File: config.mk
export PLATFORM = sky130hd
export DESIGN_NAME = strand_control_top
export DESIGN_NICKNAME = d
export VERILOG_FILES = /design/src/hw/isa_pkg.sv /design/src/hw/cr_pkg.sv /design/src/hw/strand_control_top.sv /design/src/hw/writeback_stage.sv /design/src/hw/control_registers.sv /design/src/hw/execute_stage.sv /design/src/hw/issue_stage.sv
export SDC_FILE = /design/constraint.sdc
export NUM_CORES = 1
export LEC_CHECK = 0
export BUFFER_PORTS_ARGS = -buffer_cell sky130_fd_sc_hd__buf_4
export CAP_MARGIN = 20
export CORE_UTILIZATION = 60
export CTS_BUF_LIST = sky130_fd_sc_hd__clkbuf_8
export CTS_CLUSTER_SIZE = 24
export DETAILED_ROUTE_END_ITERATION = 12
export PLACE_DENSITY_LB_ADDON = 0.12
export SLEW_MARGIN = 40
export SYNTH_ARGS = -nofsm -noshare
export SYNTH_HDL_FRONTEND = slang
export SYNTH_SLANG_ARGS = --single-unit
File: constraint.sdc
create_clock -name clk -period 6.9 [get_ports clk]
set_clock_uncertainty 0.2 [all_clocks]
set_input_delay 1.38 -clock clk [delete_from_list [all_inputs] [get_ports clk]]
set_output_delay 1.38 -clock clk [all_outputs]
set_load 0.03 [all_outputs]
File: src/hw/isa_pkg.sv
/* Operation encoding package
   Control-register operation codes carried down the pipeline */

package isa_pkg;

	// Width of the operation code field
	localparam int OP_WIDTH = 2;

	// Raw operation field
	typedef logic [OP_WIDTH-1:0] op_bits_t;

	// Operation codes
	// A nop travels like any other op but touches nothing
	typedef enum op_bits_t
	{
		OP_NOP      = 2'd0,
		OP_CR_READ  = 2'd1,
		OP_CR_WRITE = 2'd2,
		// Value field holds the faulting PC
		OP_FAULT    = 2'd3
	} op_t;

endpackage

File: src/hw/cr_pkg.sv
/* Control register package
   Data widths, strand types and register index map of the strand-control slice */

package cr_pkg;

	// Machine word and strand geometry
	localparam int WORD_WIDTH = 32;
	localparam int STRAND_COUNT = 4;
	localparam int STRAND_WIDTH = $clog2(STRAND_COUNT);
	localparam int CR_INDEX_WIDTH = 5;

	// Register values, PCs and read data
	typedef logic [WORD_WIDTH-1:0] word_t;

	// Strand number within the core
	typedef logic [STRAND_WIDTH-1:0] strand_t;

	// One enable bit per strand
	typedef logic [STRAND_COUNT-1:0] strand_mask_t;

	// Control register address
	typedef logic [CR_INDEX_WIDTH-1:0] cr_index_t;

	// Core ID above the strand number
	localparam cr_index_t CR_STRAND_ID = 5'd0;
	localparam cr_index_t CR_EXCEPTION_HANDLER = 5'd1;
	// Saved PC of the requesting strand
	localparam cr_index_t CR_FAULT_ADDRESS = 5'd2;
	localparam cr_index_t CR_STRAND_ENABLE = 5'd30;
	// Any write stops every strand
	localparam cr_index_t CR_HALT = 5'd31;

	// Only strand 0 runs out of reset
	localparam strand_mask_t STRAND_ENABLE_RESET = 4'b0001;

endpackage
File: src/hw/strand_control_top.sv
/* Strand control top level
   Three-stage control register pipeline around the control register block */

module strand_control_top
	import cr_pkg::*, isa_pkg::*;
#(
	parameter int CORE_ID = 0
)
(
	input  logic         clk,
	input  logic         reset,

	// Operation stream in
	input  logic         op_valid,
	input  op_t          op_code,
	input  strand_t      op_strand,
	input  cr_index_t    op_index,
	input  word_t        op_value,

	// Read results
	output logic         result_valid,
	output strand_t      result_strand,
	output word_t        result_value,

	// Fault redirects
	output logic         redirect_valid,
	output strand_t      redirect_strand,
	output word_t        redirect_pc,

	// Live enable mask
	output strand_mask_t strand_enable
);

	// Issue to execute
	logic      is_valid;
	op_t       is_code;
	strand_t   is_strand;
	cr_index_t is_index;
	word_t     is_value;

	// Execute to and from the register block
	logic      cr_read_en;
	logic      cr_write_en;
	logic      latch_fault;
	strand_t   ex_strand;
	cr_index_t cr_index;
	word_t     cr_write_value;
	word_t     fault_pc;
	strand_t   fault_strand;
	word_t     cr_read_value;
	word_t     exception_handler_address;

	// Execute to writeback
	logic      ex_valid;
	op_t       ex_code;
	strand_t   ex_strand_q;
	word_t     ex_read_value;

	issue_stage u_issue (
		.clk, .reset, .op_valid, .op_code, .op_strand, .op_index, .op_value,
		.strand_enable, .is_valid, .is_code, .is_strand, .is_index, .is_value
	);

	execute_stage u_execute (
		.clk, .reset, .is_valid, .is_code, .is_strand, .is_index, .is_value,
		.cr_read_value, .cr_read_en, .cr_write_en, .latch_fault, .ex_strand,
		.cr_index, .cr_write_value, .fault_pc, .fault_strand,
		.ex_valid, .ex_code, .ex_strand_q, .ex_read_value
	);

	// Core number only shows up in the strand ID read
	control_registers #(.CORE_ID(CORE_ID)) u_control_registers (
		.clk, .reset, .latch_fault, .fault_pc, .fault_strand, .ex_strand,
		.cr_index, .cr_read_en, .cr_write_en, .cr_write_value,
		.strand_enable, .exception_handler_address, .cr_read_value
	);

	writeback_stage u_writeback (
		.clk, .reset, .ex_valid, .ex_code, .ex_strand_q, .ex_read_value,
		.exception_handler_address, .result_valid, .result_strand, .result_value,
		.redirect_valid, .redirect_strand, .redirect_pc
	);

endmodule

File: src/hw/writeback_stage.sv
/* Writeback stage
   Turns finished reads into results and finished faults into handler redirects */

module writeback_stage
	import cr_pkg::*, isa_pkg::*;
(
	input  logic    clk,
	input  logic    reset,

	// From execute
	input  logic    ex_valid,
	input  op_t     ex_code,
	input  strand_t ex_strand_q,
	input  word_t   ex_read_value,

	// Handler as it stands after the previous edge
	input  word_t   exception_handler_address,

	// Read results
	output logic    result_valid,
	output strand_t result_strand,
	output word_t   result_value,

	// Fault redirects
	output logic    redirect_valid,
	output strand_t redirect_strand,
	output word_t   redirect_pc
);

	// Writes and nops end here silently
	logic finish_read;
	logic finish_fault;

	assign finish_read = ex_valid && ex_code == OP_CR_READ;
	assign finish_fault = ex_valid && ex_code == OP_FAULT;

	// Single-cycle strobes, never both at once
	always_ff @(posedge clk or posedge reset)
	begin
		if (reset)
		begin
			result_valid <= 1'b0;
			redirect_valid <= 1'b0;
		end
		else
		begin
			result_valid <= finish_read;
			redirect_valid <= finish_fault;
		end
	end

	// Payloads only meaningful under their strobe
	always_ff @(posedge clk)
	begin
		result_strand <= ex_strand_q;
		result_value <= ex_read_value;
		redirect_strand <= ex_strand_q;
		// Picks up any handler write made by the op just ahead
		redirect_pc <= exception_handler_address;
	end

endmodule

File: src/hw/control_registers.sv
/* Control register block
   Strand enable mask, exception handler address and per-strand saved fault PCs */

module control_registers
	import cr_pkg::*, isa_pkg::*;
#(
	parameter int CORE_ID = 0
)
(
	input  logic         clk,
	input  logic         reset,

	// Fault capture from execute
	input  logic         latch_fault,
	input  word_t        fault_pc,
	input  strand_t      fault_strand,

	// Register access from execute
	input  strand_t      ex_strand,
	input  cr_index_t    cr_index,
	input  logic         cr_read_en,
	input  logic         cr_write_en,
	input  word_t        cr_write_value,

	// State out to the pipeline
	output strand_mask_t strand_enable,
	output word_t        exception_handler_address,
	output word_t        cr_read_value
);

	// One saved PC per strand
	word_t saved_fault_pc [STRAND_COUNT];

	// Read mux
	// Nothing drives the bus unless a read is under way
	always_comb
	begin
		cr_read_value = '0;
		if (cr_read_en)
		begin
			case (cr_index)
				// Core number sits above the strand bits
				CR_STRAND_ID:
					cr_read_value = {(WORD_WIDTH - STRAND_WIDTH)'(CORE_ID), ex_strand};
				CR_EXCEPTION_HANDLER:
					cr_read_value = exception_handler_address;
				CR_FAULT_ADDRESS:
					cr_read_value = saved_fault_pc[ex_strand];
				CR_STRAND_ENABLE:
					cr_read_value = word_t'(strand_enable);
				// Unknown indices read zero
				default:
					cr_read_value = '0;
			endcase
		end
	end

	// Write decode and fault capture
	always_ff @(posedge clk or posedge reset)
	begin
		if (reset)
		begin
			strand_enable <= STRAND_ENABLE_RESET;
			exception_handler_address <= '0;
			for (int i = 0; i < STRAND_COUNT; i++)
				saved_fault_pc[i] <= '0;
		end
		else
		begin
			if (cr_write_en)
			begin
				case (cr_index)
					CR_EXCEPTION_HANDLER:
						exception_handler_address <= cr_write_value;
					// Low bits only, one per strand
					CR_STRAND_ENABLE:
						strand_enable <= cr_write_value[STRAND_COUNT-1:0];
					// Written value ignored
					CR_HALT:
						strand_enable <= '0;
					default:
						;
				endcase
			end

			// Last fault of each strand wins
			if (latch_fault)
				saved_fault_pc[fault_strand] <= fault_pc;
		end
	end

endmodule

File: src/hw/execute_stage.sv
/* Execute stage
   Decodes each op into one control register strobe and captures read data */

module execute_stage
	import cr_pkg::*, isa_pkg::*;
(
	input  logic      clk,
	input  logic      reset,

	// From issue
	input  logic      is_valid,
	input  op_t       is_code,
	input  strand_t   is_strand,
	input  cr_index_t is_index,
	input  word_t     is_value,

	// Read data back from the register block
	input  word_t     cr_read_value,

	// To the register block
	output logic      cr_read_en,
	output logic      cr_write_en,
	output logic      latch_fault,
	output strand_t   ex_strand,
	output cr_index_t cr_index,
	output word_t     cr_write_value,
	output word_t     fault_pc,
	output strand_t   fault_strand,

	// To writeback
	output logic      ex_valid,
	output op_t       ex_code,
	output strand_t   ex_strand_q,
	output word_t     ex_read_value
);

	// One strobe per op code
	// A nop raises none of them
	logic is_read;
	logic is_write;
	logic is_fault;

	assign is_read = is_code == OP_CR_READ;
	assign is_write = is_code == OP_CR_WRITE;
	assign is_fault = is_code == OP_FAULT;

	// Strobes are exclusive since the code picks exactly one
	assign cr_read_en = is_valid && is_read;
	assign cr_write_en = is_valid && is_write;
	assign latch_fault = is_valid && is_fault;

	// Register access fields
	assign ex_strand = is_strand;
	assign cr_index = is_index;
	assign cr_write_value = is_value;

	// Fault capture fields
	// Same value slot carries the PC
	assign fault_pc = is_value;
	assign fault_strand = is_strand;

	// Valid bit into writeback
	always_ff @(posedge clk or posedge reset)
	begin
		if (reset)
			ex_valid <= 1'b0;
		else
			ex_valid <= is_valid;
	end

	// Op identity and read data for writeback
	always_ff @(posedge clk)
	begin
		ex_code <= is_code;
		ex_strand_q <= is_strand;
		ex_read_value <= cr_read_value;
	end

endmodule

File: src/hw/issue_stage.sv
/* Issue stage
   First register bank, squashes operations from disabled strands */

module issue_stage
	import cr_pkg::*, isa_pkg::*;
(
	input  logic         clk,
	input  logic         reset,

	// Incoming operation stream
	input  logic         op_valid,
	input  op_t          op_code,
	input  strand_t      op_strand,
	input  cr_index_t    op_index,
	input  word_t        op_value,

	// Current mask from the register block
	input  strand_mask_t strand_enable,

	// To execute
	output logic         is_valid,
	output op_t          is_code,
	output strand_t      is_strand,
	output cr_index_t    is_index,
	output word_t        is_value
);

	// Mask as it stands before this edge decides the op
	logic strand_running;

	assign strand_running = strand_enable[op_strand];

	// Valid bit is control state
	always_ff @(posedge clk or posedge reset)
	begin
		if (reset)
			is_valid <= 1'b0;
		else
			is_valid <= op_valid && strand_running;
	end

	// Payload only moves when something arrives
	always_ff @(posedge clk)
	begin
		if (op_valid)
		begin
			is_code <= op_code;
			is_strand <= op_strand;
			is_index <= op_index;
			is_value <= op_value;
		end
	end

endmodule

==> metrics.txt, run 1 <==
Rel. slew slack=0.482; routability cong.=0.778; Non-Filler Instances=1055; Pwr Density=272 nW/µm²; Stages on worst setup path=1; CTS max path bufs=3; first-pass GRT wire length=33000 µm; pin count of the biggest net entering global routing=128; hold buffer count at CTS=0; routed wire length=20600 µm; Net Switching=0.760 mW; clock root buffer=clkbuf_8; CTS H-tree depth=2; hold crit path type=reg -> reg; Final setup viols=0; fmax=352 MHz; post-CTS setup buffer count=0; Max Transition Viols Final=0; Cell Area, Synth=10800 µm²; Wirelength per Cell=19.6 µm; Remaining Overflow, GRT=0; initial core utilization=0.620; flop2flop setup slack=4.21 ns; LEAKAGE=6.09 nW; Seq/Total Area, Yosys=0.690; RSZ-0062 raised after global routing=false; switching share of power=0.215; total power=3.54 mW; vias=5932; CP delay by family, top=flip-flops; Register-to-Register Path Depth=6; die width=136 µm; critical path type=reg -> out; Tightest Pin Transition=0.774 ns; vias in the first global route=6294; CP Capture Type=output pin; # DRC=0; initial antenna violation count=0; total CTS buffers=48; area grow syn2layout=20.0%; placed insts=964; max-cap check violation count=0; Mean Syn Cell Area=16.7 µm²; cell-by-cell trace of the critical path=buf_4; minimum clock period=2.84 ns; core area=17500 µm²; Syn Inst Count=649; CTS tree=yes; Final Cycle Share=0.412; Yosys cell types=30; Setup crit start=u_control_registers.strand_enable[0]; latest clock arrival within the worst-skew pair=0.56 ns; Worst EP arrival=1.26 ns; RR Endpoint=u_control_registers.saved_fault_pc[50]; Final #Nets=834; Die Area=18600 µm²; # fillers=1057; post-CTS resize count=0; sequential share of power=0.538; Hold Crit Depth=0; CP bufs+invs=1; DRT Pass-1 Iters=5; Final Util=0.744; share of cells above drive strength 1=0.483; Final TNS setup=0 ns; Worst-path clk slew=0.06 ns; CTS Sinks=311; #FFs+latches synth=311; IO Count=118; Max stage delay on crit path=0.55 ns; reg2reg start=u_issue.is_strand[1]; Tot GR Track Use=0.236; post-DR vias/cell=5.62; Clk pwr share=0.437; Rows=48; IO buf count=117; ANT cells=0; Data required, critical path=5.32 ns; syn_nets=693; critical path's slowest cell=dfstp_2; Die Height=136 µm; Critical Path Sink=strand_enable[0]; warnings from Yosys=0; status=finished clean; Int Pwr=2.78 mW; crit path launch type=flip-flop; Comb pwr share=0.025; CP max FO=4; Iteration-0 DRC Markers=283; Max VDD drop=0.205 mV; number of routed nets with antenna violations=0; Hold Vio Cnt, Final=0; HPWL after DPL=12500 µm
## worst min-delay path by stage
stage                                           start                            to  slack, ns
after global placement    u_execute.ex_read_value[19]  u_writeback.result_value[19]       0.11
after floorplan              u_execute.ex_strand_q[0]  u_writeback.result_strand[0]       0.11
final                     u_execute.ex_read_value[28]  u_writeback.result_value[28]       0.12
after global routing      u_execute.ex_read_value[25]  u_writeback.result_value[25]       0.13
after detailed placement     u_execute.ex_strand_q[0]  u_writeback.result_strand[0]       0.11
after CTS                 u_execute.ex_read_value[25]  u_writeback.result_value[25]       0.13
## cell usage after synthesis (all sizes together)
library cell	count	share of area
a21oi	3	0.0014
a222oi	2	0.0018
a22oi	30	0.021
and2	1	0.00058
and3	1	0.00058
buf	28	0.016
clkbuf	9	0.0031
dfrtp	167	0.39
dfstp	1	0.0024
dfxtp	102	0.19
edfxtp	41	0.11
inv	3	0.0010
mux2	161	0.17
mux4	33	0.069
nand2	9	0.0031
nand3	6	0.0028
nand3b	1	0.00069
nand4	2	0.0012
nor2	36	0.012
nor3	2	0.00092
nor3b	1	0.0012
nor4	1	0.0020
o21ai	6	0.0028
or2	1	0.00058
or3	2	0.0016
## per-stage QoR
stage / hold slack, ns / instance area, µm² / worst slack, ns
2_1_floorplan: 0.110 / 10800 / 0.775
3_3_place_gp: 0.110 / 11900 / 3.83
3_5_place_dp: 0.112 / 12000 / 3.97
4_1_cts: 0.127 / 13000 / 4.03
5_1_grt: 0.128 / 13000 / 4.01
6_report: 0.124 / 13000 / 4.06
## layout by cell type, fill, tap and decap left out, types with 3 or more instances in the layout
cell type,n
edfxtp_1,41
mux2_2,157
mux4_2,33
mux2_1,4
o21ai_0,5
inv_1,20
nand2_1,9
a21oi_1,3
buf_4,124
nand3_1,6
dfrtp_1,167
a22oi_1,30
nor2_1,35
dfxtp_1,102
clkbuf_8,69
## power by group through the flow
stage	clock [mW]	sequential [mW]	combinational [mW]
6_report	1.55	1.91	0.0876
5_1_grt	1.67	1.91	0.0958
4_1_cts	1.58	1.91	0.0899
3_5_place_dp	0	1.94	0.0898
3_3_place_gp	0	1.94	0.0868
2_1_floorplan	0	1.93	0.0504
## area by class of cell
class / count / area, µm² / share of cell area
Timing Repair Buffer: 128 / 1000 / 0.0770
Sequential cell: 311 / 7480 / 0.575
Multi-Input combinational cell: 298 / 3190 / 0.246
Clock inverter: 22 / 92.6 / 0.00712
Clock buffer: 68 / 936 / 0.0719
Tap cell: 225 / 282 / 0.0216
Inverter: 3 / 23.8 / 0.00183
## metal layers
layer  up-vias  GRT usage  part of all wire
met4         0     0.0833             0.019
met5         -          0                 0
li1       2653          -                 -
met2       158      0.393              0.51
met3        40     0.0503             0.052
met1      3081      0.308              0.42
## cells by family after synthesis
group                  synth area share
AND/OR/NAND/NOR                  0.0276
buffers and inverters            0.0197
flip-flops                        0.690
multiplexers                      0.236
AO/OA/AOI/OAI                    0.0268
## sequential cells by signal, indices dropped and copies added (netlist names), 2 cells and up
| signal | flops |
|---|---|
| u_control_registers.saved_fault_pc | 128 |
| u_control_registers.exception_handler_address | 32 |
| u_execute.ex_read_value | 32 |
| u_issue.is_value | 32 |
| u_writeback.redirect_pc | 32 |
| u_writeback.result_value | 32 |
| u_issue.is_index | 5 |
| u_control_registers.strand_enable | 4 |
| u_execute.ex_code | 2 |
| u_execute.ex_strand_q | 2 |
| u_issue.is_code | 2 |
| u_issue.is_strand | 2 |
| u_writeback.result_strand | 2 |
Note: power is estimated with default switching activity, not from simulation.
==> run 2: changes to the inputs <==
- clock period: 6.9 -> 2.7 ns (I/O delays scaled with it)
==> run 2 against run 1 <==
  * Final area increased by 3.2%
  * Largest power group unchanged
  * Sequential share of layout area is 1.8 points lower
  * Global-route usage is 1.1 points higher
  * Critical endpoint is now u_execute.ex_read_value[12]
  * Critical path type is now reg -> reg
  * First-iteration DRC count grew 6.0%
==> metrics.txt, run 2 (synthesized netlist as in run 1, its figures left out) <==
hold crit path type=reg -> reg; Worst EP arrival=2.52 ns; total CTS buffers=46; Metal-1 WL=8830 µm; # DRC=0; commonest cells after routing, fill and taps aside=dfrtp_1, mux2_2, buf_4; fin area=13400 µm²; CTS tree=yes; CTS max path bufs=3; routed wire length=21500 µm; CP bufs+invs=1; Multi-input gate area=3180 µm²; number of routed nets with antenna violations=0; clock root buffer=clkbuf_8; Die Area=18600 µm²; max-cap check violation count=0; share of cells above drive strength 1=0.459; core area=17500 µm²; metal2 WL=11400 µm; Post-Place Setup Slack=0.475 ns; routability cong.=0.758; Worst-path clk slew=0.06 ns; vias in the first global route=6662; critical path type=reg -> reg; Final #Nets=879; latest clock arrival within the worst-skew pair=0.53 ns; Max VDD drop=0.511 mV; IO Count=118; IO buf count=117; total power=8.94 mW; Wirelength per Cell=19.6 µm; minimum clock period=2.26 ns; DRT Pass-1 Iters=4; RSZ-0062 raised after global routing=false; LEAKAGE=6.28 nW; initial core utilization=0.620; met3 WL=916 µm; Tightest Pin Transition=0.650 ns; Data required, critical path=2.96 ns; CP Capture Type=flip-flop; Final setup viols=0; CTS Sinks=311; Pwr Density=666 nW/µm²; CP max FO=17; Hold Vio Cnt, Final=0; initial antenna violation count=0; Highest Signal Layer=met4; critical path's slowest cell=edfxtp_1; cell-by-cell trace of the critical path=nand4_1, nor2_1, o21ai_4, buf_12, nor2_1; Iteration-0 DRC Markers=300; # fillers=1032; CP delay by family, top=simple AND/OR/NAND/NOR gates; crit path launch type=flip-flop; post-CTS setup buffer count=0; Final Cycle Share=0.838; status=finished clean; ANT cells=0; HPWL after DPL=12700 µm; flop2flop setup slack=0.44 ns; Max stage delay on crit path=0.54 ns; Rows=48; largest reg by FF count=u_control_registers.saved_fault_pc; Max Transition Viols Final=0; Die Height=136 µm; first-pass GRT wire length=34700 µm; post-DR vias/cell=5.57; CTS H-tree depth=2; area grow syn2layout=23.9%; post-route setup slack=0.436 ns; Rel. slew slack=0.565; Remaining Overflow, GRT=0; Final Util=0.768; Register Area=7480 µm²; crit-path most repeated cell=nor2_1; vias=6121; max FFs per register=128; die width=136 µm; DP Area=12000 µm²; fmax=442 MHz; commonest non-fill, non-tap cell in the layout=dfrtp_1; pin count of the biggest net entering global routing=88; Tot GR Track Use=0.247
run 2: cell count changes in the layout (fill, tap and decap cells not counted):
cell	before	now
nor3_2	1	2
buf_4	124	127
dlygate4sd3_1	0	42
or3_2	0	1
buf_8	2	0
clkinv_8	1	0
buf_12	0	6
buf_16	1	0
clkinvlp_4	2	1
nor3_4	1	0
inv_1	20	21
clkbuf_8	69	65
or3_4	2	1
run 2: path summary, 6_finish.rpt:
path,from,to,depth (start not counted)
worst max register to register,u_issue.is_index[1],u_execute.ex_read_value[12],5
max in group asynchronous,reset,u_control_registers.saved_fault_pc[113],4
worst min-delay path,u_execute.ex_read_value[28],u_writeback.result_value[28],0
worst min register to register,u_execute.ex_read_value[28],u_writeback.result_value[28],0
min in group asynchronous,reset,u_control_registers.strand_enable[3],4
worst max-delay path,u_issue.is_index[1],u_execute.ex_read_value[12],5
run 2: layer usage:
metal	track usage	vias up
met1	0.309	3196
met5	0	-
met3	0.0410	36
met4	0.0784	0
met2	0.436	143
li1	-	2746
run 2: stage by stage:
| stage | hold slack, ns | setup TNS [ns] | instances |
|---|---|---|---|
| final | 0.124 | 0 | 1098 |
| after global routing | 0.130 | 0 | 1098 |
| after CTS | 0.123 | 0 | 1098 |
| after detailed placement | 0.112 | 0 | 970 |
| after global placement | 0.110 | 0 | 970 |
| after floorplan | 0.110 | -30.05 | 649 |
run 2: power breakdown:
group,switching (mW),internal (mW)
logic,0.158,0.135
registers,0.0707,4.79
clock network,1.66,2.13
total,1.89,7.05
run 2: worst reg2reg max path, cell delays in order (launching register included):
cell      delay (ns)
edfxtp_1        0.54
nand4_1         0.30
nor2_1          0.49
o21ai_4         0.30
buf_12          0.25
nor2_1          0.12
run 2: final cells by class:
class	instances	area share
multi-input combinational	298	0.237
clock buffer	65	0.0666
sequential	311	0.557
timing repair buffer	175	0.111
tap	225	0.0210
clock inverter	21	0.00606
inverter	3	0.00112
run 2: what timing repair did:
action,4_1_cts,5_1_grt
endpoints found under the hold margin,173,0
hold buffers,42,0
resized for setup,0,0
endpoints found under the setup margin,0,0
